--- src/test/prog.hex ---
// One 32-bit word per entry, stored byte-swapped the way the fabric swaps it on fetch
// Word 0 holds the key routine (load key, store console, mret), RAM from word 0x40 holds no-ops
@0
FFFFFFFF 7FFFFFFF 00000000 13000000 13000000
@40
13000000 13000000 13000000 13000000 13000000 13000000 13000000 13000000 13000000 13000000 13000000
13000000 13000000 13000000 13000000 13000000 13000000 13000000 13000000 13000000 13000000 13000000
13000000 13000000 13000000 13000000 13000000 13000000 13000000 13000000 13000000 13000000 13000000
13000000 13000000 13000000 13000000 13000000 13000000 13000000 13000000 13000000 13000000 13000000
13000000 13000000 13000000 13000000 13000000 13000000 13000000 13000000 13000000 13000000 13000000
13000000 13000000 13000000 13000000 13000000 13000000 13000000 13000000 13000000 13000000 13000000
13000000 13000000 13000000 13000000 13000000 13000000 13000000 13000000 13000000 13000000 13000000
13000000 13000000 13000000 13000000 13000000 13000000 13000000 13000000 13000000 13000000 13000000
13000000 13000000 13000000 13000000 13000000 13000000 13000000 13000000 13000000 13000000 13000000
13000000 13000000 13000000 13000000 13000000 13000000 13000000 13000000 13000000 13000000 13000000
13000000 13000000 13000000 13000000 13000000 13000000 13000000 13000000 13000000 13000000 13000000
13000000 13000000 13000000 13000000 13000000 13000000 13000000 13000000 13000000 13000000 13000000
13000000 13000000 13000000 13000000 13000000 13000000 13000000 13000000 13000000 13000000 13000000
13000000 13000000 13000000 13000000 13000000 13000000 13000000 13000000 13000000 13000000 13000000
13000000 13000000 13000000 13000000 13000000 13000000 13000000 13000000 13000000 13000000 13000000
13000000 13000000 13000000 13000000 13000000 13000000 13000000 13000000 13000000 13000000 13000000
13000000 13000000 13000000 13000000 13000000 13000000 13000000 13000000 13000000 13000000 13000000
13000000 13000000 13000000 13000000 13000000 13000000 13000000 13000000 13000000 13000000 13000000
13000000 13000000 13000000 13000000 13000000 13000000 13000000 13000000 13000000 13000000 13000000
13000000 13000000 13000000 13000000 13000000 13000000 13000000 13000000 13000000 13000000 13000000
13000000 13000000 13000000 13000000 13000000 13000000 13000000 13000000 13000000 13000000 13000000
13000000 13000000 13000000 13000000 13000000 13000000 13000000 13000000 13000000 13000000 13000000
13000000 13000000 13000000 13000000 13000000 13000000 13000000 13000000 13000000 13000000 13000000
13000000 13000000 13000000 13000000 13000000 13000000 13000000 13000000 13000000 13000000 13000000
13000000 13000000 13000000 13000000 13000000 13000000 13000000 13000000 13000000 13000000 13000000
13000000 13000000 13000000 13000000 13000000 13000000 13000000 13000000 13000000 13000000 13000000
13000000 13000000 13000000 13000000 13000000 13000000 13000000 13000000 13000000 13000000 13000000
13000000 13000000 13000000 13000000 13000000 13000000 13000000 13000000 13000000 13000000 13000000
13000000 13000000 13000000 13000000 13000000 13000000 13000000 13000000 13000000 13000000 13000000
13000000 13000000 13000000 13000000 13000000 13000000 13000000 13000000 13000000 13000000 13000000
13000000 13000000 13000000 13000000 13000000 13000000 13000000 13000000 13000000 13000000 13000000
13000000 13000000 13000000 13000000 13000000 13000000 13000000 13000000 13000000 13000000 13000000
13000000 13000000 13000000 13000000 13000000 13000000 13000000 13000000 13000000 13000000 13000000
13000000 13000000 13000000 13000000 13000000 13000000 13000000 13000000 13000000 13000000 13000000
13000000 13000000 13000000 13000000 13000000 13000000 13000000 13000000 13000000 13000000 13000000
13000000 13000000 13000000 13000000 13000000 13000000 13000000 13000000 13000000 13000000 13000000
13000000 13000000 13000000 13000000 13000000 13000000 13000000 13000000 13000000 13000000 13000000
13000000 13000000 13000000 13000000 13000000 13000000 13000000 13000000 13000000 13000000 13000000
13000000 13000000 13000000 13000000 13000000 13000000 13000000 13000000 13000000 13000000 13000000
13000000 13000000 13000000 13000000 13000000 13000000 13000000 13000000 13000000 13000000 13000000
13000000 13000000 13000000 13000000 13000000 13000000 13000000 13000000 13000000 13000000 13000000
13000000 13000000 13000000 13000000 13000000 13000000 13000000 13000000 13000000 13000000 13000000
13000000 13000000 13000000 13000000 13000000 13000000 13000000 13000000 13000000 13000000 13000000
13000000 13000000 13000000 13000000 13000000 13000000 13000000 13000000 13000000 13000000 13000000
13000000 13000000 13000000 13000000 13000000 13000000 13000000 13000000 13000000 13000000 13000000
13000000 13000000 13000000 13000000 13000000 13000000 13000000 13000000 13000000 13000000 13000000
13000000 13000000 13000000 13000000 13000000 13000000 13000000 13000000 13000000 13000000 13000000
13000000 13000000 13000000 13000000 13000000 13000000 13000000 13000000 13000000 13000000 13000000
13000000 13000000 13000000 13000000 13000000 13000000 13000000 13000000 13000000 13000000 13000000
13000000 13000000 13000000 13000000 13000000 13000000 13000000 13000000 13000000 13000000 13000000
13000000 13000000 13000000 13000000 13000000 13000000 13000000 13000000 13000000 13000000 13000000
13000000 13000000 13000000 13000000 13000000 13000000 13000000 13000000 13000000 13000000 13000000
13000000 13000000 13000000 13000000 13000000 13000000 13000000 13000000 13000000 13000000 13000000
13000000 13000000 13000000 13000000 13000000 13000000 13000000 13000000 13000000 13000000 13000000
13000000 13000000 13000000 13000000 13000000 13000000 13000000 13000000 13000000 13000000 13000000
13000000 13000000 13000000 13000000 13000000 13000000 13000000 13000000 13000000 13000000 13000000
13000000 13000000 13000000 13000000 13000000 13000000 13000000 13000000 13000000 13000000 13000000
13000000 13000000 13000000 13000000 13000000 13000000 13000000 13000000 13000000 13000000 13000000
13000000 13000000 13000000 13000000 13000000 13000000 13000000 13000000 13000000 13000000 13000000
13000000 13000000 13000000 13000000 13000000 13000000 13000000 13000000 13000000 13000000 13000000
13000000 13000000 13000000 13000000 13000000 13000000 13000000 13000000 13000000 13000000 13000000
13000000 13000000 13000000 13000000 13000000 13000000 13000000 13000000 13000000 13000000 13000000
13000000 13000000 13000000 13000000 13000000 13000000 13000000 13000000 13000000 13000000 13000000
13000000 13000000 13000000 13000000 13000000 13000000 13000000 13000000 13000000 13000000 13000000
13000000 13000000 13000000 13000000 13000000 13000000 13000000 13000000 13000000 13000000 13000000
13000000 13000000 13000000 13000000 13000000 13000000 13000000 13000000 13000000 13000000 13000000
13000000 13000000 13000000 13000000 13000000 13000000 13000000 13000000 13000000 13000000 13000000
13000000 13000000 13000000 13000000 13000000 13000000 13000000 13000000 13000000 13000000 13000000
13000000 13000000 13000000 13000000 13000000 13000000 13000000 13000000 13000000 13000000 13000000
13000000 13000000 13000000 13000000 13000000 13000000 13000000 13000000 13000000 13000000 13000000
13000000 13000000 13000000 13000000 13000000 13000000 13000000 13000000 13000000 13000000 13000000
13000000 13000000 13000000 13000000 13000000 13000000 13000000 13000000 13000000 13000000 13000000

--- src/rtl/soc_pkg.sv ---
package soc_pkg;

    // Plain vector types
    typedef logic [31:0] word_t;
    typedef logic [63:0] xlen_t;
    typedef logic [7:0]  key_t;
    typedef logic [3:0]  vec_t;

    // Word memory shared by ROM and RAM
    localparam int mem_words = 1024;
    localparam int mem_aw    = $clog2(mem_words);
    localparam string prog_file = "/design/src/test/prog.hex";

    // Memory map, byte addresses
    localparam xlen_t rom_base = 64'd0;
    localparam xlen_t rom_size = 64'd256;
    localparam xlen_t ram_base = 64'd256;
    localparam xlen_t ram_size = 64'd3072;
    // I/O ports sit right after RAM
    localparam xlen_t key_addr     = ram_base + ram_size;
    localparam xlen_t console_addr = key_addr + 64'd4;

    // Custom opcodes, compared as whole words
    localparam word_t op_load_key  = 32'hFFFF_FFFF;
    localparam word_t op_store_con = 32'hFFFF_FF7F;
    localparam word_t op_mret      = 32'h0000_0000;
    // Not decoded by the core, so it runs as a no-op
    localparam word_t op_nop       = 32'h0000_0013;

    // Key interrupt vector number
    localparam vec_t key_vec = 4'd1;
    // Destination register of the key load
    localparam int key_reg = 5;

    // Core execute FSM
    typedef enum logic [1:0] {
        st_run,
        st_flush1,
        st_flush2,
        st_load
    } core_state_t;

endpackage
--- src/rtl/tiny_core.sv ---
`timescale 1ns/1ps

module tiny_core
    import soc_pkg::*;
(
    input  logic  CLOCK_50,
    input  logic  KEY0,
    input  word_t instr,
    input  vec_t  irq_vector,
    input  xlen_t bus_read_data,
    output xlen_t pc,
    output logic  irq_ack,
    output xlen_t bus_address,
    output xlen_t bus_write_data,
    output logic  bus_read_enable,
    output logic  bus_write_enable,
    output logic  heartbeat
);

    // Instruction register, two cycles behind pc
    word_t       ir;
    // Register file, only x5 is written by this ISA
    xlen_t       regs [32];
    // Return address for mret
    xlen_t       mepc;
    logic        in_routine;
    core_state_t state;

    xlen_t pc_next;
    logic  take_irq;
    logic  exec;
    logic  is_load;
    logic  is_store;
    logic  is_mret;

    // Sequential pc, wraps from last RAM word to RAM base
    assign pc_next = (pc >= ram_base + ram_size - 64'd4) ? ram_base : pc + 64'd4;

    // Interrupt only from st_run and never nested
    assign take_irq = (state == st_run) && (irq_vector == key_vec) && !in_routine;
    // Interrupt entry wins over the instruction in ir
    assign exec     = (state == st_run) && !take_irq;

    // Whole-word decode
    assign is_load  = exec && (ir == op_load_key);
    assign is_store = exec && (ir == op_store_con);
    assign is_mret  = exec && (ir == op_mret);

    // Ack in the redirect cycle
    assign irq_ack = take_irq;

    // Bus strobes last exactly the issue cycle
    assign bus_read_enable  = is_load;
    assign bus_write_enable = is_store;

    always_comb begin
        bus_address = ram_base;
        if (is_load) begin
            bus_address = key_addr;
        end else if (is_store) begin
            bus_address = console_addr;
        end
    end

    // Store drives x5 onto the bus
    assign bus_write_data = is_store ? regs[key_reg] : '0;

    // Control path
    always_ff @(posedge CLOCK_50 or negedge KEY0) begin
        if (!KEY0) begin
            pc         <= ram_base;
            ir         <= op_nop;
            state      <= st_run;
            in_routine <= 1'b0;
            heartbeat  <= 1'b0;
        end else begin
            heartbeat <= ~heartbeat;

            // ir freezes during st_load so the next word is not skipped
            if (state != st_load) begin
                ir <= instr;
            end

            unique case (state)
                st_run: begin
                    if (take_irq) begin
                        // Vector to the routine in ROM
                        pc         <= rom_base;
                        in_routine <= 1'b1;
                        state      <= st_flush1;
                    end else if (is_mret) begin
                        pc         <= mepc;
                        in_routine <= 1'b0;
                        state      <= st_flush1;
                    end else if (is_load) begin
                        // pc holds one cycle to line up with the frozen ir
                        state <= st_load;
                    end else begin
                        pc <= pc_next;
                    end
                end
                // Two stale fetches dropped after a redirect
                st_flush1: begin
                    pc    <= pc_next;
                    state <= st_flush2;
                end
                st_flush2: begin
                    pc    <= pc_next;
                    state <= st_run;
                end
                // Read data arrives this cycle
                st_load: begin
                    pc    <= pc_next;
                    state <= st_run;
                end
                default: begin
                    state <= st_run;
                end
            endcase
        end
    end

    // Data path registers
    always_ff @(posedge CLOCK_50) begin
        if (take_irq) begin
            mepc <= pc;
        end
        // Load capture into x5
        if (state == st_load) begin
            regs[key_reg] <= bus_read_data;
        end
    end

endmodule

--- config.mk ---
export PLATFORM = sky130hd
export DESIGN_NAME = tiny_core
export DESIGN_NICKNAME = d
export VERILOG_FILES = /design/src/rtl/soc_pkg.sv /design/src/rtl/tiny_core.sv
export SDC_FILE = /design/constraint.sdc
export NUM_CORES = 1
export LEC_CHECK = 0
export ABC_AREA = 0
export CAP_MARGIN = 10
export CORE_MARGIN = 4
export CORE_UTILIZATION = 55
export CTS_CLUSTER_SIZE = 20
export DETAILED_ROUTE_END_ITERATION = 6
export DONT_BUFFER_PORTS = 1
export PLACE_DENSITY = 0.77
export SYNTH_ARGS = -nofsm -noshare
export SYNTH_HDL_FRONTEND = slang
export SYNTH_SLANG_ARGS = --single-unit
--- constraint.sdc ---
create_clock -name CLOCK_50 -period 2.9 [get_ports CLOCK_50]
set_input_delay 0.145 -clock CLOCK_50 [delete_from_list [all_inputs] [get_ports CLOCK_50]]
set_output_delay 0.145 -clock CLOCK_50 [all_outputs]
set_load 0.1 [all_outputs]
Word-level counts from Yosys, hierarchy flattened
Memories as Yosys holds them, arrays and structs flattened.
Cells that the tools add are included.
- memories: 1
- RAM bits: 2048
- output and inout bits: 196
- input bits: 102
- register bits: 164
- logic and storage cells: 49
- memory list (name ; depth ; bits a word ; rd ports ; clocked after memory_dff ; wr ports ; line ; RTL):
    regs ; 32 ; 64 ; 1 ; 0 ; 1 ; tiny_core.sv:23 ; xlen_t regs [32];
- bitwise operators: 1
- add/sub/neg operators: 1
- reduce and logical (&&, ||, !) cells: 14
- magnitude comparators: 1
- equality and inequality tests: 9
- muxes and demuxes: 16
- operators by type and width (operator ; number):
    two-way mux 64 bit ; 6
    case mux 64 bit (2 select lines) ; 1
    adder 64 x 3 -> 64 bit, second input constant ; 1
    == test 32 bit, second input constant ; 2
    greater-or-equal comparator 64 x 12 -> 1 bit, second input constant ; 1
    logical NOT 32 bit ; 1
    two-way mux 12 bit ; 1
    != test 4 bit, second input constant ; 2
    logical AND 1 bit ; 6
    two-way mux 2 bit ; 3
    case mux 2 bit (3 select lines) ; 1
    == test 2 bit, second input constant ; 2
    == test 4 x 1 -> 1 bit, second input constant ; 1
    two-way mux 1 bit ; 4
    OR reduction 3 bit ; 1
    == test 2 x 1 -> 1 bit, second input constant ; 1
    logical NOT 1 bit ; 2
    logical NOT 2 bit ; 1
    != test 2 bit, second input constant ; 1
    AND reduction 2 bit ; 1
    nonzero test 2 bit ; 1
    OR reduction 2 bit ; 1
    NOT 1 bit ; 1

Longest topological paths before layout
- depth in word-level cells: 10
- depth in mapped cells: 8
- depth with buffers taken out: 7

Worst setup path after synthesis
OpenSTA, ideal clock, no wires.
- path kind: register -> output
- start point: register ir[0]
- end point: output port bus_address[2]
- setup slack: -0.343 ns
- path buffers: 0
- data required time: 2.755 ns
- arrival: 3.098 ns
- stages on the path, launching flop included: 5
- cells stage by stage: dfstp_2 > nand4_1 > nor4_1 > nand2_1 > nor3_1
- cells in the longest elaborated chain, start to end: 4
- elaborated cells on any way between the ends: 6
- RTL lines (what ; line ; RTL):
    start, declared ; tiny_core.sv:21 ; word_t ir;
    start signal, assigned ; tiny_core.sv:72 ; ir <= op_nop;
    start signal, assigned ; tiny_core.sv:81 ; ir <= instr;
    == test 32 bit ; tiny_core.sv:46 ; assign is_store = exec && (ir == op_store_con);
    logical AND 1 bit ; tiny_core.sv:46 ;
    two-way mux 12 bit ; tiny_core.sv:60 ; end else if (is_store) begin
    two-way mux 64 bit * ; tiny_core.sv:58 ; if (is_load) begin
    end, declared ; tiny_core.sv:13 ; output xlen_t bus_address,
Every way passes the cells marked *; elsewhere a longest branch is shown, timed or not.

Worst setup path in the final report
- start point: register ir[16]
- end point: output port bus_write_data[13]
- cells in the longest elaborated chain, start to end: 3
- RTL lines (what ; line ; RTL):
    == test 32 bit ; tiny_core.sv:46 ;
    logical AND 1 bit ; tiny_core.sv:46 ;
    two-way mux 64 bit ; tiny_core.sv:66 ; assign bus_write_data = is_store ? regs[key_reg] : '0;
    end, declared ; tiny_core.sv:14 ; output xlen_t bus_write_data,
Every way passes these cells.

==> flow_summary.ini <==
[clock_network]
clock_latency_ns = 0.51
numClockSinks = 228
cts_tree = yes
cts-htree-levels = 1
cts_root_buf = clkbuf_16
clk_pin_slew_ns = 0.06
numCtsBuffers = 24
cts_buffer_depth = 3

[floorplan]
io-pin-count = 298
die_w_um = 139
start_util = 0.567
rows = 47
die_area_sq_um = 19400
coreArea_sq_um = 16700
die_h_um = 139

[finish]
regArea_sq_um = 6350
n_fill_cell = 901
finalCoreUtilization = 0.792
nets = 1008
drive_above_1_share = 0.272
area_delta_synth_final_pct = 39.7
multi_input_area_sq_um = 2750
finalNonFillerCells = 1145

[setup_path]
crit_arrival_ns = 2.69
crit_fanout = 33
r2r_slack_ns = 0.18
worstSetupStartpoint = ir[16]
r2r_end = pc[9]
crit_slowest_cell = dfrtp_1
worstRegToRegCells = 6
end_kind = output pin
start_kind = flip-flop
cp_data_required_time_ns = 2.76
max_stage_delay_ns = 0.41
criticalPathCategory = flip-flop to output pin
crit_end = bus_write_data[13]
path_cells = nand4_1 -> nor4_4 -> nand2_2 -> nor3_4 -> buf_4 -> clkbuf_16 -> and2_1 -> buf_12
r2r-start = pc[42]

[yosys]
ys_ff_latch = 228
ys_seq_area_frac = 0.671
yosysTopAreaCellShare = 0.406
synth-edff-count = 128
synth.distinct_cells = 57
ys_top_cells_by_count = 128 x edfxtp_1, 96 x dfrtp_1, 66 x and2_1
synthCells = 670
syn-cell-area_sq_um = 9470
async_flop_share = 0.439
synth_most_common_cell = edfxtp_1
ys_warn_count = 0
ys_top_cells_by_area = edfxtp_1 41%, dfrtp_1 25%, buf_4 5.1%
ys.flop_type = edfxtp_1
syn_area_per_cell_sq_um = 14.1
yosysTopAreaCell = edfxtp_1

[sta]
worstMarginPinSlew_ns = 0.944
fin_skew_ns = 0.0229
fin_setup_tns_ns = 0
hold_viol = 0
fmax_mhz = 353
setup_viol = 0
worst_hold_slack_ns = 0.194
final_max_slew_viol_count = 0
period_share = 0.977
finalCriticalPeriod_ns = 2.83
slew_headroom = 0.371

[global_route]
grt-ovfl-total = 0
grt_pass1_wl_um = 40400
antenna_found_initial = 2
grt_max_degree = 101
grt_pass1_vias = 6855
grt_usage = 0.266

[worst_hold_path]
min_path_type = input pin to async pin

[routing]
drc = 0
wirelength_um = 26900
first_pass_iters = 6
wl_per_cell_um = 23.5
drt_iter0_drc = 530
via_per_inst = 5.81
vias = 6658
drtAntennaViolNets = 0

[flow_run]
drv_cap = 0

[power]
vdd_ir_drop_max_uv = 900
p_leak_uw = 0.00541
power_per_cell_area_nw_per_um2 = 671
total_power_uw = 8870

[run_status]
status = finished, final reports clean

[placement]
dp.cells = 998
dpl.hpwl_um = 17100
gp_congestion = 0.875
port_buffers = 0
==> through the flow <==
step / setup WS [ns] / area (sq um)
2_1_floorplan: -0.343 / 9690
3_3_place_gp: 0.464 / 11300
3_5_place_dp: 0.334 / 11300
4_1_cts: 0.0295 / 13200
5_1_grt: -0.0660 / 13200
6_report: 0.0677 / 13200
==> critical path: cells and delay by family, from the launching register on <==
kind / cells / cell delay, ns
buf+inv: 3 / 0.52
simple gates: 5 / 1.22
flops: 1 / 0.41
==> layout make-up <==
type,count,share of cell area
Tap cell,220,0.0208
Clock inverter,13,0.0129
Antenna cell,2,0.000378
Multi-Input combinational cell,404,0.208
Clock buffer,31,0.0513
Sequential cell,228,0.480
Timing Repair Buffer,242,0.225
Inverter,5,0.00142
==> cells in the final DEF, fill, tap and decap left out, types with 14 or more instances in the layout <==
cell           instances
a22o_1                38
buf_4                 73
and2_1                63
edfxtp_1             128
buf_12                68
conb_1                61
dlygate4sd3_1         97
mux2_2                32
clkbuf_16             28
nand4_1               14
a21oi_1               27
dfrtp_1               96
nand2_1               34
nor4_1                24
==> layer usage <==
| metal | up-vias | routed length (um) | GRT usage |
|---|---|---|---|
| li1 | 2862 | - | - |
| met1 | 3286 | 9300 | 0.303 |
| met2 | 425 | 14600 | 0.498 |
| met3 | 85 | 2010 | 0.0538 |
| met4 | 0 | 974 | 0.0865 |
| met5 | - | 0 | 0 |
==> cell families after synthesis <==
group / synth area share
AOI/OAI and AO/OA: 0.0908
adders and majority gates: 0.00132
buffers and inverters: 0.0706
DFF: 0.671
muxes: 0.0381
other: 0.000793
and+or+nand+nor: 0.128
==> timing repair <==
| action | 4_1_cts | 5_1_grt |
|---|---|---|
| hold endpoints to repair | 196 | 0 |
| setup endpoints to repair | 17 | 64 |
| cloned | 0 | 1 |
| gates resized for setup | 4 | 8 |
| pin swaps | 0 | 2 |
| hold buffers | 98 | 0 |
| buffers inserted | 0 | 2 |
==> flip-flops by register name (all words and copies together) (netlist names) <==
signal,cells
heartbeat,1
in_routine,1
ir,32
mepc,64
pc,64
regs,64
state,2
==> where the power goes <==
part	leakage, uW	internal (uW)	switching (uW)
registers	0.00250	3800	206
logic	0.00249	424	1200
clock network	0.000417	2010	1240
==> worst min path at each step <==
stage | start | end
4_1_cts | irq_vector[1] | mepc[8]
3_5_place_dp | KEY0 | pc[1]
5_1_grt | irq_vector[1] | mepc[4]
2_1_floorplan | KEY0 | heartbeat
6_report | KEY0 | pc[31]
3_3_place_gp | KEY0 | pc[0]
Power figures use the tool's default switching activity.
