File: src/test/prog.hex
// One 32-bit word per entry, stored byte-swapped the way the fabric swaps it on fetch
// Word 0 holds the key routine (load key, store console, mret), RAM from word 0x40 holds no-ops
@0
FFFFFFFF 7FFFFFFF 00000000 13000000 13000000
@40
13000000 13000000 13000000 13000000 13000000 13000000 13000000 13000000 13000000 13000000 13000000
13000000 13000000 13000000 13000000 13000000 13000000 13000000 13000000 13000000 13000000 13000000
13000000 13000000 13000000 13000000 13000000 13000000 13000000 13000000 13000000 13000000 13000000
13000000 13000000 13000000 13000000 13000000 13000000 13000000 13000000 13000000 13000000 13000000
13000000 13000000 13000000 13000000 13000000 13000000 13000000 13000000 13000000 13000000 13000000
13000000 13000000 13000000 13000000 13000000 13000000 13000000 13000000 13000000 13000000 13000000
13000000 13000000 13000000 13000000 13000000 13000000 13000000 13000000 13000000 13000000 13000000
13000000 13000000 13000000 13000000 13000000 13000000 13000000 13000000 13000000 13000000 13000000
13000000 13000000 13000000 13000000 13000000 13000000 13000000 13000000 13000000 13000000 13000000
13000000 13000000 13000000 13000000 13000000 13000000 13000000 13000000 13000000 13000000 13000000
13000000 13000000 13000000 13000000 13000000 13000000 13000000 13000000 13000000 13000000 13000000
13000000 13000000 13000000 13000000 13000000 13000000 13000000 13000000 13000000 13000000 13000000
13000000 13000000 13000000 13000000 13000000 13000000 13000000 13000000 13000000 13000000 13000000
13000000 13000000 13000000 13000000 13000000 13000000 13000000 13000000 13000000 13000000 13000000
13000000 13000000 13000000 13000000 13000000 13000000 13000000 13000000 13000000 13000000 13000000
13000000 13000000 13000000 13000000 13000000 13000000 13000000 13000000 13000000 13000000 13000000
13000000 13000000 13000000 13000000 13000000 13000000 13000000 13000000 13000000 13000000 13000000
13000000 13000000 13000000 13000000 13000000 13000000 13000000 13000000 13000000 13000000 13000000
13000000 13000000 13000000 13000000 13000000 13000000 13000000 13000000 13000000 13000000 13000000
13000000 13000000 13000000 13000000 13000000 13000000 13000000 13000000 13000000 13000000 13000000
13000000 13000000 13000000 13000000 13000000 13000000 13000000 13000000 13000000 13000000 13000000
13000000 13000000 13000000 13000000 13000000 13000000 13000000 13000000 13000000 13000000 13000000
13000000 13000000 13000000 13000000 13000000 13000000 13000000 13000000 13000000 13000000 13000000
13000000 13000000 13000000 13000000 13000000 13000000 13000000 13000000 13000000 13000000 13000000
13000000 13000000 13000000 13000000 13000000 13000000 13000000 13000000 13000000 13000000 13000000
13000000 13000000 13000000 13000000 13000000 13000000 13000000 13000000 13000000 13000000 13000000
13000000 13000000 13000000 13000000 13000000 13000000 13000000 13000000 13000000 13000000 13000000
13000000 13000000 13000000 13000000 13000000 13000000 13000000 13000000 13000000 13000000 13000000
13000000 13000000 13000000 13000000 13000000 13000000 13000000 13000000 13000000 13000000 13000000
13000000 13000000 13000000 13000000 13000000 13000000 13000000 13000000 13000000 13000000 13000000
13000000 13000000 13000000 13000000 13000000 13000000 13000000 13000000 13000000 13000000 13000000
13000000 13000000 13000000 13000000 13000000 13000000 13000000 13000000 13000000 13000000 13000000
13000000 13000000 13000000 13000000 13000000 13000000 13000000 13000000 13000000 13000000 13000000
13000000 13000000 13000000 13000000 13000000 13000000 13000000 13000000 13000000 13000000 13000000
13000000 13000000 13000000 13000000 13000000 13000000 13000000 13000000 13000000 13000000 13000000
13000000 13000000 13000000 13000000 13000000 13000000 13000000 13000000 13000000 13000000 13000000
13000000 13000000 13000000 13000000 13000000 13000000 13000000 13000000 13000000 13000000 13000000
13000000 13000000 13000000 13000000 13000000 13000000 13000000 13000000 13000000 13000000 13000000
13000000 13000000 13000000 13000000 13000000 13000000 13000000 13000000 13000000 13000000 13000000
13000000 13000000 13000000 13000000 13000000 13000000 13000000 13000000 13000000 13000000 13000000
13000000 13000000 13000000 13000000 13000000 13000000 13000000 13000000 13000000 13000000 13000000
13000000 13000000 13000000 13000000 13000000 13000000 13000000 13000000 13000000 13000000 13000000
13000000 13000000 13000000 13000000 13000000 13000000 13000000 13000000 13000000 13000000 13000000
13000000 13000000 13000000 13000000 13000000 13000000 13000000 13000000 13000000 13000000 13000000
13000000 13000000 13000000 13000000 13000000 13000000 13000000 13000000 13000000 13000000 13000000
13000000 13000000 13000000 13000000 13000000 13000000 13000000 13000000 13000000 13000000 13000000
13000000 13000000 13000000 13000000 13000000 13000000 13000000 13000000 13000000 13000000 13000000
13000000 13000000 13000000 13000000 13000000 13000000 13000000 13000000 13000000 13000000 13000000
13000000 13000000 13000000 13000000 13000000 13000000 13000000 13000000 13000000 13000000 13000000
13000000 13000000 13000000 13000000 13000000 13000000 13000000 13000000 13000000 13000000 13000000
13000000 13000000 13000000 13000000 13000000 13000000 13000000 13000000 13000000 13000000 13000000
13000000 13000000 13000000 13000000 13000000 13000000 13000000 13000000 13000000 13000000 13000000
13000000 13000000 13000000 13000000 13000000 13000000 13000000 13000000 13000000 13000000 13000000
13000000 13000000 13000000 13000000 13000000 13000000 13000000 13000000 13000000 13000000 13000000
13000000 13000000 13000000 13000000 13000000 13000000 13000000 13000000 13000000 13000000 13000000
13000000 13000000 13000000 13000000 13000000 13000000 13000000 13000000 13000000 13000000 13000000
13000000 13000000 13000000 13000000 13000000 13000000 13000000 13000000 13000000 13000000 13000000
13000000 13000000 13000000 13000000 13000000 13000000 13000000 13000000 13000000 13000000 13000000
13000000 13000000 13000000 13000000 13000000 13000000 13000000 13000000 13000000 13000000 13000000
13000000 13000000 13000000 13000000 13000000 13000000 13000000 13000000 13000000 13000000 13000000
13000000 13000000 13000000 13000000 13000000 13000000 13000000 13000000 13000000 13000000 13000000
13000000 13000000 13000000 13000000 13000000 13000000 13000000 13000000 13000000 13000000 13000000
13000000 13000000 13000000 13000000 13000000 13000000 13000000 13000000 13000000 13000000 13000000
13000000 13000000 13000000 13000000 13000000 13000000 13000000 13000000 13000000 13000000 13000000
13000000 13000000 13000000 13000000 13000000 13000000 13000000 13000000 13000000 13000000 13000000
13000000 13000000 13000000 13000000 13000000 13000000 13000000 13000000 13000000 13000000 13000000
13000000 13000000 13000000 13000000 13000000 13000000 13000000 13000000 13000000 13000000 13000000
13000000 13000000 13000000 13000000 13000000 13000000 13000000 13000000 13000000 13000000 13000000
13000000 13000000 13000000 13000000 13000000 13000000 13000000 13000000 13000000 13000000 13000000
13000000 13000000 13000000 13000000 13000000 13000000 13000000 13000000 13000000 13000000 13000000
13000000 13000000 13000000 13000000 13000000 13000000 13000000 13000000 13000000 13000000 13000000
13000000 13000000 13000000 13000000 13000000 13000000 13000000 13000000 13000000 13000000 13000000

File: src/rtl/soc_pkg.sv
package soc_pkg;

    // Plain vector types
    typedef logic [31:0] word_t;
    typedef logic [63:0] xlen_t;
    typedef logic [7:0]  key_t;
    typedef logic [3:0]  vec_t;

    // Word memory shared by ROM and RAM
    localparam int mem_words = 1024;
    localparam int mem_aw    = $clog2(mem_words);
    localparam string prog_file = "/design/src/test/prog.hex";

    // Memory map, byte addresses
    localparam xlen_t rom_base = 64'd0;
    localparam xlen_t rom_size = 64'd256;
    localparam xlen_t ram_base = 64'd256;
    localparam xlen_t ram_size = 64'd3072;
    // I/O ports sit right after RAM
    localparam xlen_t key_addr     = ram_base + ram_size;
    localparam xlen_t console_addr = key_addr + 64'd4;

    // Custom opcodes, compared as whole words
    localparam word_t op_load_key  = 32'hFFFF_FFFF;
    localparam word_t op_store_con = 32'hFFFF_FF7F;
    localparam word_t op_mret      = 32'h0000_0000;
    // Not decoded by the core, so it runs as a no-op
    localparam word_t op_nop       = 32'h0000_0013;

    // Key interrupt vector number
    localparam vec_t key_vec = 4'd1;
    // Destination register of the key load
    localparam int key_reg = 5;

    // Core execute FSM
    typedef enum logic [1:0] {
        st_run,
        st_flush1,
        st_flush2,
        st_load
    } core_state_t;

endpackage
File: src/rtl/key_irq_ctrl.sv
`timescale 1ns/1ps

module key_irq_ctrl
    import soc_pkg::*;
(
    input  logic CLOCK_50,
    input  logic KEY0,
    input  key_t key_code,
    input  logic key_down,
    input  logic irq_ack,
    output vec_t irq_vector,
    output key_t key_data,
    output logic irq_led
);

    logic key_down_d;
    // Set by an accepted press until the key is released
    logic handled;
    logic press;

    // New nonzero press, nothing held and nothing pending
    assign press = key_down && !key_down_d && (key_code != '0)
                   && !handled && (irq_vector == '0);

    always_ff @(posedge CLOCK_50 or negedge KEY0) begin
        if (!KEY0) begin
            key_down_d <= 1'b0;
            handled    <= 1'b0;
            irq_vector <= '0;
            key_data   <= '0;
            irq_led    <= 1'b0;
        end else begin
            key_down_d <= key_down;
            if (press) begin
                key_data   <= key_code;
                irq_vector <= key_vec;
                irq_led    <= 1'b1;
                handled    <= 1'b1;
            end
            // Request is sent once, dropped on ack
            if (irq_ack && (irq_vector != '0)) begin
                irq_vector <= '0;
                irq_led    <= 1'b0;
            end
            // Release re-arms capture
            if (!key_down) begin
                handled <= 1'b0;
            end
        end
    end

endmodule

File: config.mk
export PLATFORM = sky130hd
export DESIGN_NAME = key_irq_ctrl
export DESIGN_NICKNAME = d
export VERILOG_FILES = /design/src/rtl/soc_pkg.sv /design/src/rtl/key_irq_ctrl.sv
export SDC_FILE = /design/constraint.sdc
export NUM_CORES = 1
export LEC_CHECK = 0
export ABC_AREA = 1
export BUFFER_PORTS_ARGS = -buffer_cell sky130_fd_sc_hd__buf_2
export CAP_MARGIN = 10
export CORE_MARGIN = 2
export CORE_UTILIZATION = 25
export DETAILED_ROUTE_END_ITERATION = 8
export PLACE_DENSITY = 0.56
export SYNTH_ARGS = -nofsm -noshare
export SYNTH_HDL_FRONTEND = slang
export SYNTH_SLANG_ARGS = --single-unit
File: constraint.sdc
create_clock -name CLOCK_50 -period 2.2 [get_ports CLOCK_50]
set_clock_uncertainty 0.2 [all_clocks]
set_input_delay 0.55 -clock CLOCK_50 [delete_from_list [all_inputs] [get_ports CLOCK_50]]
set_output_delay 0.55 -clock CLOCK_50 [all_outputs]
set_load 0.005 [all_outputs]
**Yosys cells after proc, flatten, opt, wreduce, memory -nomap -nowiden**

Cells that the tools add are included.

- Register bits after elaboration: 15
- Bits of input ports: 12

- Equal/unequal tests: 1
- Multiplexer cells: 5
- Reduce and logical (&&, ||, !) cells: 11

Operator list:

| kind | number |
|---|---|
| $mux W4 | 2 |
| $reduce_bool A8 Y1 | 1 |
| $logic_and A1 B1 Y1 | 5 |
| $logic_not A4 Y1 | 1 |
| $reduce_bool A4 Y1 | 1 |
| $mux W1 | 3 |
| $logic_not A1 Y1 | 2 |
| $ne A2 B1 Y1 const B | 1 |
| $reduce_bool A2 Y1 | 1 |

**Longest topological paths before layout**

Gate-level depths: netlist of the first run.

- Depth after elaboration: 7
- Gate-level depth with buffers: 6
- Gate-level depth less buffers: 6

**Worst setup path before layout of the first run**

No wires, ideal clock.

- Kind: in2reg
- Start: input port key_code[1]
- End: register irq_led
- Setup time: 0.137 ns
- Arrival: 1.076 ns
- Slack: 0.787 ns
- Cell stages on the path: 4
- Path buffers: 0
- Cells stage by stage: nor2_1 > nand2_1 > o21ai_4 > o21ai_0

- Cells in the longest elaborated chain, start to end: 5

Ends and longest elaborated chain:

| what | line | RTL |
|---|---|---|
| start, declared | key_irq_ctrl.sv:8 | `input key_t key_code,` |
| $reduce_bool A8 Y1 | key_irq_ctrl.sv:22 | `assign press = key_down && !key_down_d && (key_code != '0)` |
| $logic_and A1 B1 Y1 | key_irq_ctrl.sv:22 |  |
| $logic_and A1 B1 Y1 (2 in a row) | key_irq_ctrl.sv:23 | `&& !handled && (irq_vector == '0);` |
| $reduce_bool A2 Y1 (no source line) | -- |  |
| end signal, assigned | key_irq_ctrl.sv:31 | `irq_led <= 1'b0;` |
| end signal, assigned | key_irq_ctrl.sv:37 | `irq_led <= 1'b1;` |
| end signal, assigned | key_irq_ctrl.sv:43 | `irq_led <= 1'b0;` |
| end, declared | key_irq_ctrl.sv:13 | `output logic irq_led` |

No other way between the ends.
A chain may end at the register's enable or synchronous reset.

**Worst setup path after layout of the first run**

- Start: register irq_led
- End: output port irq_led

No word-level cell between the ends.

==> impl_metrics.json, run 1 <==
{
  "placed_cell_area_um2": 646,
  "drt_first_pass_iters": 4,
  "setup_ws_ns": 0.653,
  "postRouteAntennaNets": 0,
  "max_freq_mhz": 647,
  "grt_pass1_vias": 406,
  "status": "completed",
  "ys_seq_elements": 11,
  "grt_pass1_wl_mm": 1.86,
  "wl_mm": 1.07,
  "crit_slowest_cell": "dfrtp_1",
  "cp.required_ns": 1.45,
  "total_power_mw": 0.555,
  "num_io_pins": 25,
  "drt_iter0_drc": 3,
  "rsz0062_at_grt": "no",
  "cts_num_sinks": 11,
  "fin_cells": 113,
  "rr_startpoint": "irq_led",
  "fin_area_um2": 682,
  "die_height_um": 50.0,
  "critical-path-max-stage-delay_ns": 0.40,
  "slew_viol_final": 0,
  "antenna_found_initial": 0,
  "critPathCaptureType": "output pin",
  "place_hpwl_um": 864,
  "drive_gt1_share_pct": 31.4,
  "gp_congestion": 0.683,
  "vias": 439,
  "start_util_pct": 26.7,
  "crit_chain": "buf_2",
  "cp_top_family": "flip-flops",
  "worstPathMaxFanout": 4,
  "peakVddDrop_v": 0.000288,
  "grt_max_degree": 12,
  "setup_viol": 0,
  "hold_class": "in2reg",
  "rows": 16,
  "max_cap_violations": 0,
  "synth_area_per_cell_um2": 8.54,
  "fin_tns_setup_ns": 0,
  "die_w_um": 50.0,
  "wl_per_cell_um": 9.46,
  "cp.buffers_inverters": 1,
  "cts-resized-gates": 0,
  "pre_cts_slack_ns": 0.519,
  "period_share_pct": 70.3,
  "layout_commonest_cell": "nand2_1",
  "fin_util_pct": 34.4,
  "start_kind": "register",
  "finalHoldViolations": 0,
  "cts.clk_slew.worst_paths_ns": 0.07,
  "synth.distinct_cells": 12,
  "cts_tree": "yes",
  "placed_cells": 108,
  "worst_hold_startpoint": "key_down",
  "syn-cell-area_um2": 529,
  "worstSetupPathType": "reg2out",
  "timing.hold.ws_ns": 0.223,
  "clk_path_buf_depth": 2,
  "io_buffers": 21,
  "synth_warnings": 0,
  "cts_made_buffers": 3,
  "final_cell_mix": "nand2_1 (23), buf_2 (21), dfrtp_1 (11), nand3_1 (8)",
  "min_period_ns": 1.55,
  "critPathLaunch": "irq_led",
  "grt_use_total_pct": 10.2,
  "drc": 0,
  "antennaDiodeCount": 0,
  "worstPathArrival_ns": 0.80,
  "syn2layout_area_growth_pct": 28.8,
  "root_buffer": "clkbuf_4",
  "nets": 99,
  "htree_num_levels": 1,
  "viasPerCell": 3.88,
  "yosysSeqAreaShare_pct": 52.0,
  "die-area_mm2": 0.00250,
  "power_density_mw_per_mm2": 814,
  "synth_cells": 62,
  "clock_latency_ns": 0.26,
  "grt-ovfl-total": 0,
  "leakage_nw": 0.390,
  "core_mm2": 0.00198
}
[flip-flops by register name, indices dropped and copies added, names as in the netlist]
name        cells
handled         1
key_data        8
key_down_d      1
irq_led         1
[final timing paths]
| path | cells after the start | to | slack (ns) |
|---|---|---|---|
| max in group asynchronous | 2 | key_data[1] | 1.13 |
| setup / recovery | 1 | irq_led | 0.65 |
| min in group asynchronous | 2 | key_data[5] | 0.48 |
| hold reg to reg | 2 | key_data[1] | 0.28 |
| setup reg to reg | 5 | key_data[6] | 0.81 |
| hold / removal | 1 | key_down_d | 0.22 |
[report_power, final]
part	internal, mW	switching [mW]	leakage [nW]
Sequential	0.251	0.0261	0.137
Clock	0.0701	0.0644	0.0150
Combinational	0.0696	0.0741	0.238
[final cells by class]
class,count,area [um^2]
repair buffers,22,115
fillers,223,1300
flip-flops and latches,11,275
well taps,27,33.8
inverters,5,18.8
multi-input cells,44,213
clock buffers,4,26.3
[synth_stat cells]
cell type	number	area (um^2)
and2_1	1	6.26
conb_1	1	3.75
o21ai_0	1	5.00
nor2_8	1	20.0
dfrtp_1	11	275
or2_4	1	8.76
nand3_1	8	40.0
inv_1	5	18.8
o21ai_4	1	16.3
nand2_1	23	86.3
buf_4	4	30.0
nor2_1	5	18.8
[cells by family (layout without fill, tap and decap cells)]
group | Yosys count | in the layout | synth area share [%]
other cells | 1 | 3 | 0.709
buf+inv | 9 | 31 | 9.22
flops | 11 | 11 | 52.0
simple gates | 39 | 39 | 34.0
compound gates | 2 | 2 | 4.02
[per-layer routing]
layer / global-route usage, % / share of wire, % / routed length (um)
met5: 0 / 0 / 0
met1: 13.2 / 47 / 501
met2: 14.9 / 47 / 498
met3: 6.06 / 6.5 / 69
met4: 1.39 / 0 / 0
[what timing repair did]
item | 4_1_cts | 5_1_grt
buffers inserted | 0 | 0
hold buffers | 1 | 0
setup endpoints to repair | 0 | 0
endpoints found under the hold margin | 11 | 0
[worst reg2reg max path: stages, from the launching register on]
cell,delay (ns)
dfrtp_1,0.40
or2_4,0.26
nor2_8,0.16
o21ai_4,0.13
nand2_1,0.08
nand2_1,0.05
No activity file was read; power rests on OpenSTA's default activity.
==> run 2: changes to the inputs <==
--- a/config.mk
+++ b/config.mk
@@ -11,7 +11,7 @@
 export CORE_MARGIN = 2
 export CORE_UTILIZATION = 25
 export DETAILED_ROUTE_END_ITERATION = 8
-export PLACE_DENSITY = 0.56
+export PLACE_DENSITY = 0.58
 export SYNTH_ARGS = -nofsm -noshare
 export SYNTH_HDL_FRONTEND = slang
 export SYNTH_SLANG_ARGS = --single-unit
==> constraint.sdc (replaced) <==
create_clock -name CLOCK_50 -period 1.4 [get_ports CLOCK_50]
set_clock_uncertainty 0.2 [all_clocks]
set_input_delay 0.35 -clock CLOCK_50 [delete_from_list [all_inputs] [get_ports CLOCK_50]]
set_output_delay 0.35 -clock CLOCK_50 [all_outputs]
set_load 0.005 [all_outputs]
==> run 2 against run 1 <==
The run now ends with negative setup slack left. Critical path depth is 1 higher. Total power is 64% higher. Global-route usage is 0.63 points lower. Sequential power is 57% higher. Worst hold slack worse by 0.20 ns. Sequential cell count stayed put. Non-clock buffer count is 4 higher. Core utilization is 4.0 points higher. Routed wire length is 12% higher. Highest routed layer is now met4.
==> impl_metrics.json, run 2 (synthesis gave the netlist of run 1 again) <==
{
  "status": "complete, but fails checks",
  "violations": "negative setup slack",
  "start_util_pct": 26.7,
  "grt_max_degree": 12,
  "min_period_ns": 1.43,
  "root_buffer": "clkbuf_4",
  "grt_use_total_pct": 9.59,
  "crit_slowest_cell": "dfrtp_1",
  "placed_cells": 111,
  "start_kind": "register",
  "hold_class": "in2reg",
  "drc": 0,
  "critPathCaptureType": "output pin",
  "slew_viol_final": 0,
  "total_power_mw": 0.913,
  "pre_cts_slack_ns": -0.0644,
  "largest_reg_flops": 8,
  "leakage_nw": 0.419,
  "nets": 104,
  "gp_congestion": 0.689,
  "path_common_cell": "buf_6",
  "clock_latency_ns": 0.26,
  "max_freq_mhz": 698,
  "worstPathArrival_ns": 0.88,
  "die_w_um": 50.0,
  "power_density_mw_per_mm2": 1200,
  "fin_util_pct": 38.4,
  "antenna_found_initial": 0,
  "antennaDiodeCount": 0,
  "layout_commonest_cell": "nand2_1",
  "cts_tree": "yes",
  "max_cap_violations": 0,
  "wl_mm": 1.20,
  "drt_iter0_drc": 6,
  "ff2ff_path_depth": 5,
  "crit_chain": "buf_6 -> buf_6",
  "rsz0062_at_grt": "yes",
  "drt_first_pass_iters": 2,
  "die-area_mm2": 0.00250,
  "finalHoldViolations": 0,
  "place_hpwl_um": 861,
  "syn2layout_area_growth_pct": 43.7,
  "r2r_end": "key_data[7]",
  "placed_cell_area_um2": 668,
  "htree_num_levels": 1,
  "critical-path-max-stage-delay_ns": 0.39,
  "cp.required_ns": 0.85,
  "grt_pass1_vias": 393,
  "peakVddDrop_v": 0.000355,
  "cts_num_sinks": 11,
  "cp.buffers_inverters": 2,
  "reg2reg_setup_slack_ns": 0.01,
  "drive_gt1_share_pct": 39.6,
  "setup_ws_ns": -0.0335,
  "viasPerCell": 4.08,
  "vias": 481,
  "core_mm2": 0.00198,
  "grt_pass1_wl_mm": 1.78,
  "io_buffers": 21,
  "cp_top_family": "flip-flops",
  "fin_tns_setup_ns": -0.0660,
  "worst_hold_startpoint": "key_down",
  "setup_viol": 2,
  "max_flop_register": "key_data",
  "clk_path_buf_depth": 2,
  "fin_area_um2": 761,
  "cts.clk_slew.worst_paths_ns": 0.07,
  "timing.hold.ws_ns": 0.0234,
  "num_io_pins": 25,
  "wl_per_cell_um": 10.1,
  "hold-path-cell-count": 1,
  "grt-ovfl-total": 0,
  "hold_end": "key_down_d",
  "die_height_um": 50.0,
  "cts_made_buffers": 3,
  "postRouteAntennaNets": 0,
  "fin_cells": 118,
  "rows": 16,
  "worstPathMaxFanout": 3,
  "period_share_pct": 102,
  "rr_startpoint": "irq_led",
  "final_cell_mix": "nand2_1 (23), buf_2 (19), dfrtp_1 (11), nor2_1 (5), inv_1 (5)",
  "worstSetupPathType": "reg2out"
}
run 2: cell count changes in the layout (fill, tap and decap cells not counted):
cell,delta
nand3_1,-4
buf_6,+4
buf_2,-2
buf_4,+2
o21ai_2,+1
nand3_2,+4
run 2: worst reg2reg max path: stages, from the launching register on:
cell and delay, ns:
dfrtp_1 0.39, or2_4 0.28, nor2_8 0.17, buf_6 0.15
nand3_2 0.07, nand2_1 0.07
run 2: worst max path at each step:
| stage | endpoint | cells past startpoint | start | slack [ns] |
|---|---|---|---|---|
| finish | irq_led | 2 | irq_led | -0.03 |
| global route | irq_led | 2 | irq_led | -0.07 |
| CTS | irq_vector[0] | 2 | irq_led | -0.04 |
| detailed placement | irq_led | 5 | key_code[1] | -0.06 |
| global placement | irq_led | 5 | key_code[1] | -0.03 |
| floorplan | key_data[0] | 5 | irq_led | 0.1 |
run 2: layout make-up:
class	count	area [um^2]
repair buffers	26	165
flip-flops and latches	11	275
multi-input cells	45	241
well taps	27	33.8
inverters	5	18.8
fillers	214	1220
clock buffers	4	26.3
run 2: per-layer routing:
layer,global-route usage [%],up-vias,wire length [um]
met1,13.0,220,534
li1,-,243,-
met4,5.56,0,8
met5,0,-,0
met2,12.9,16,562
met3,3.33,2,90
run 2: power breakdown:
group | leakage (nW) | switching, mW | internal, mW
clock network | 0.0150 | 0.0981 | 0.110
registers | 0.137 | 0.0401 | 0.394
logic | 0.267 | 0.129 | 0.141
total | 0.419 | 0.267 | 0.645
run 2: timing repair:
action | CTS | global route
cloned | 0 | 1
endpoints found under the hold margin | 11 | 0
endpoints found under the setup margin | 2 | 8
gates resized for setup | 3 | 5
buffers inserted | 0 | 1
hold buffers | 1 | 0
pin swaps | 0 | 8
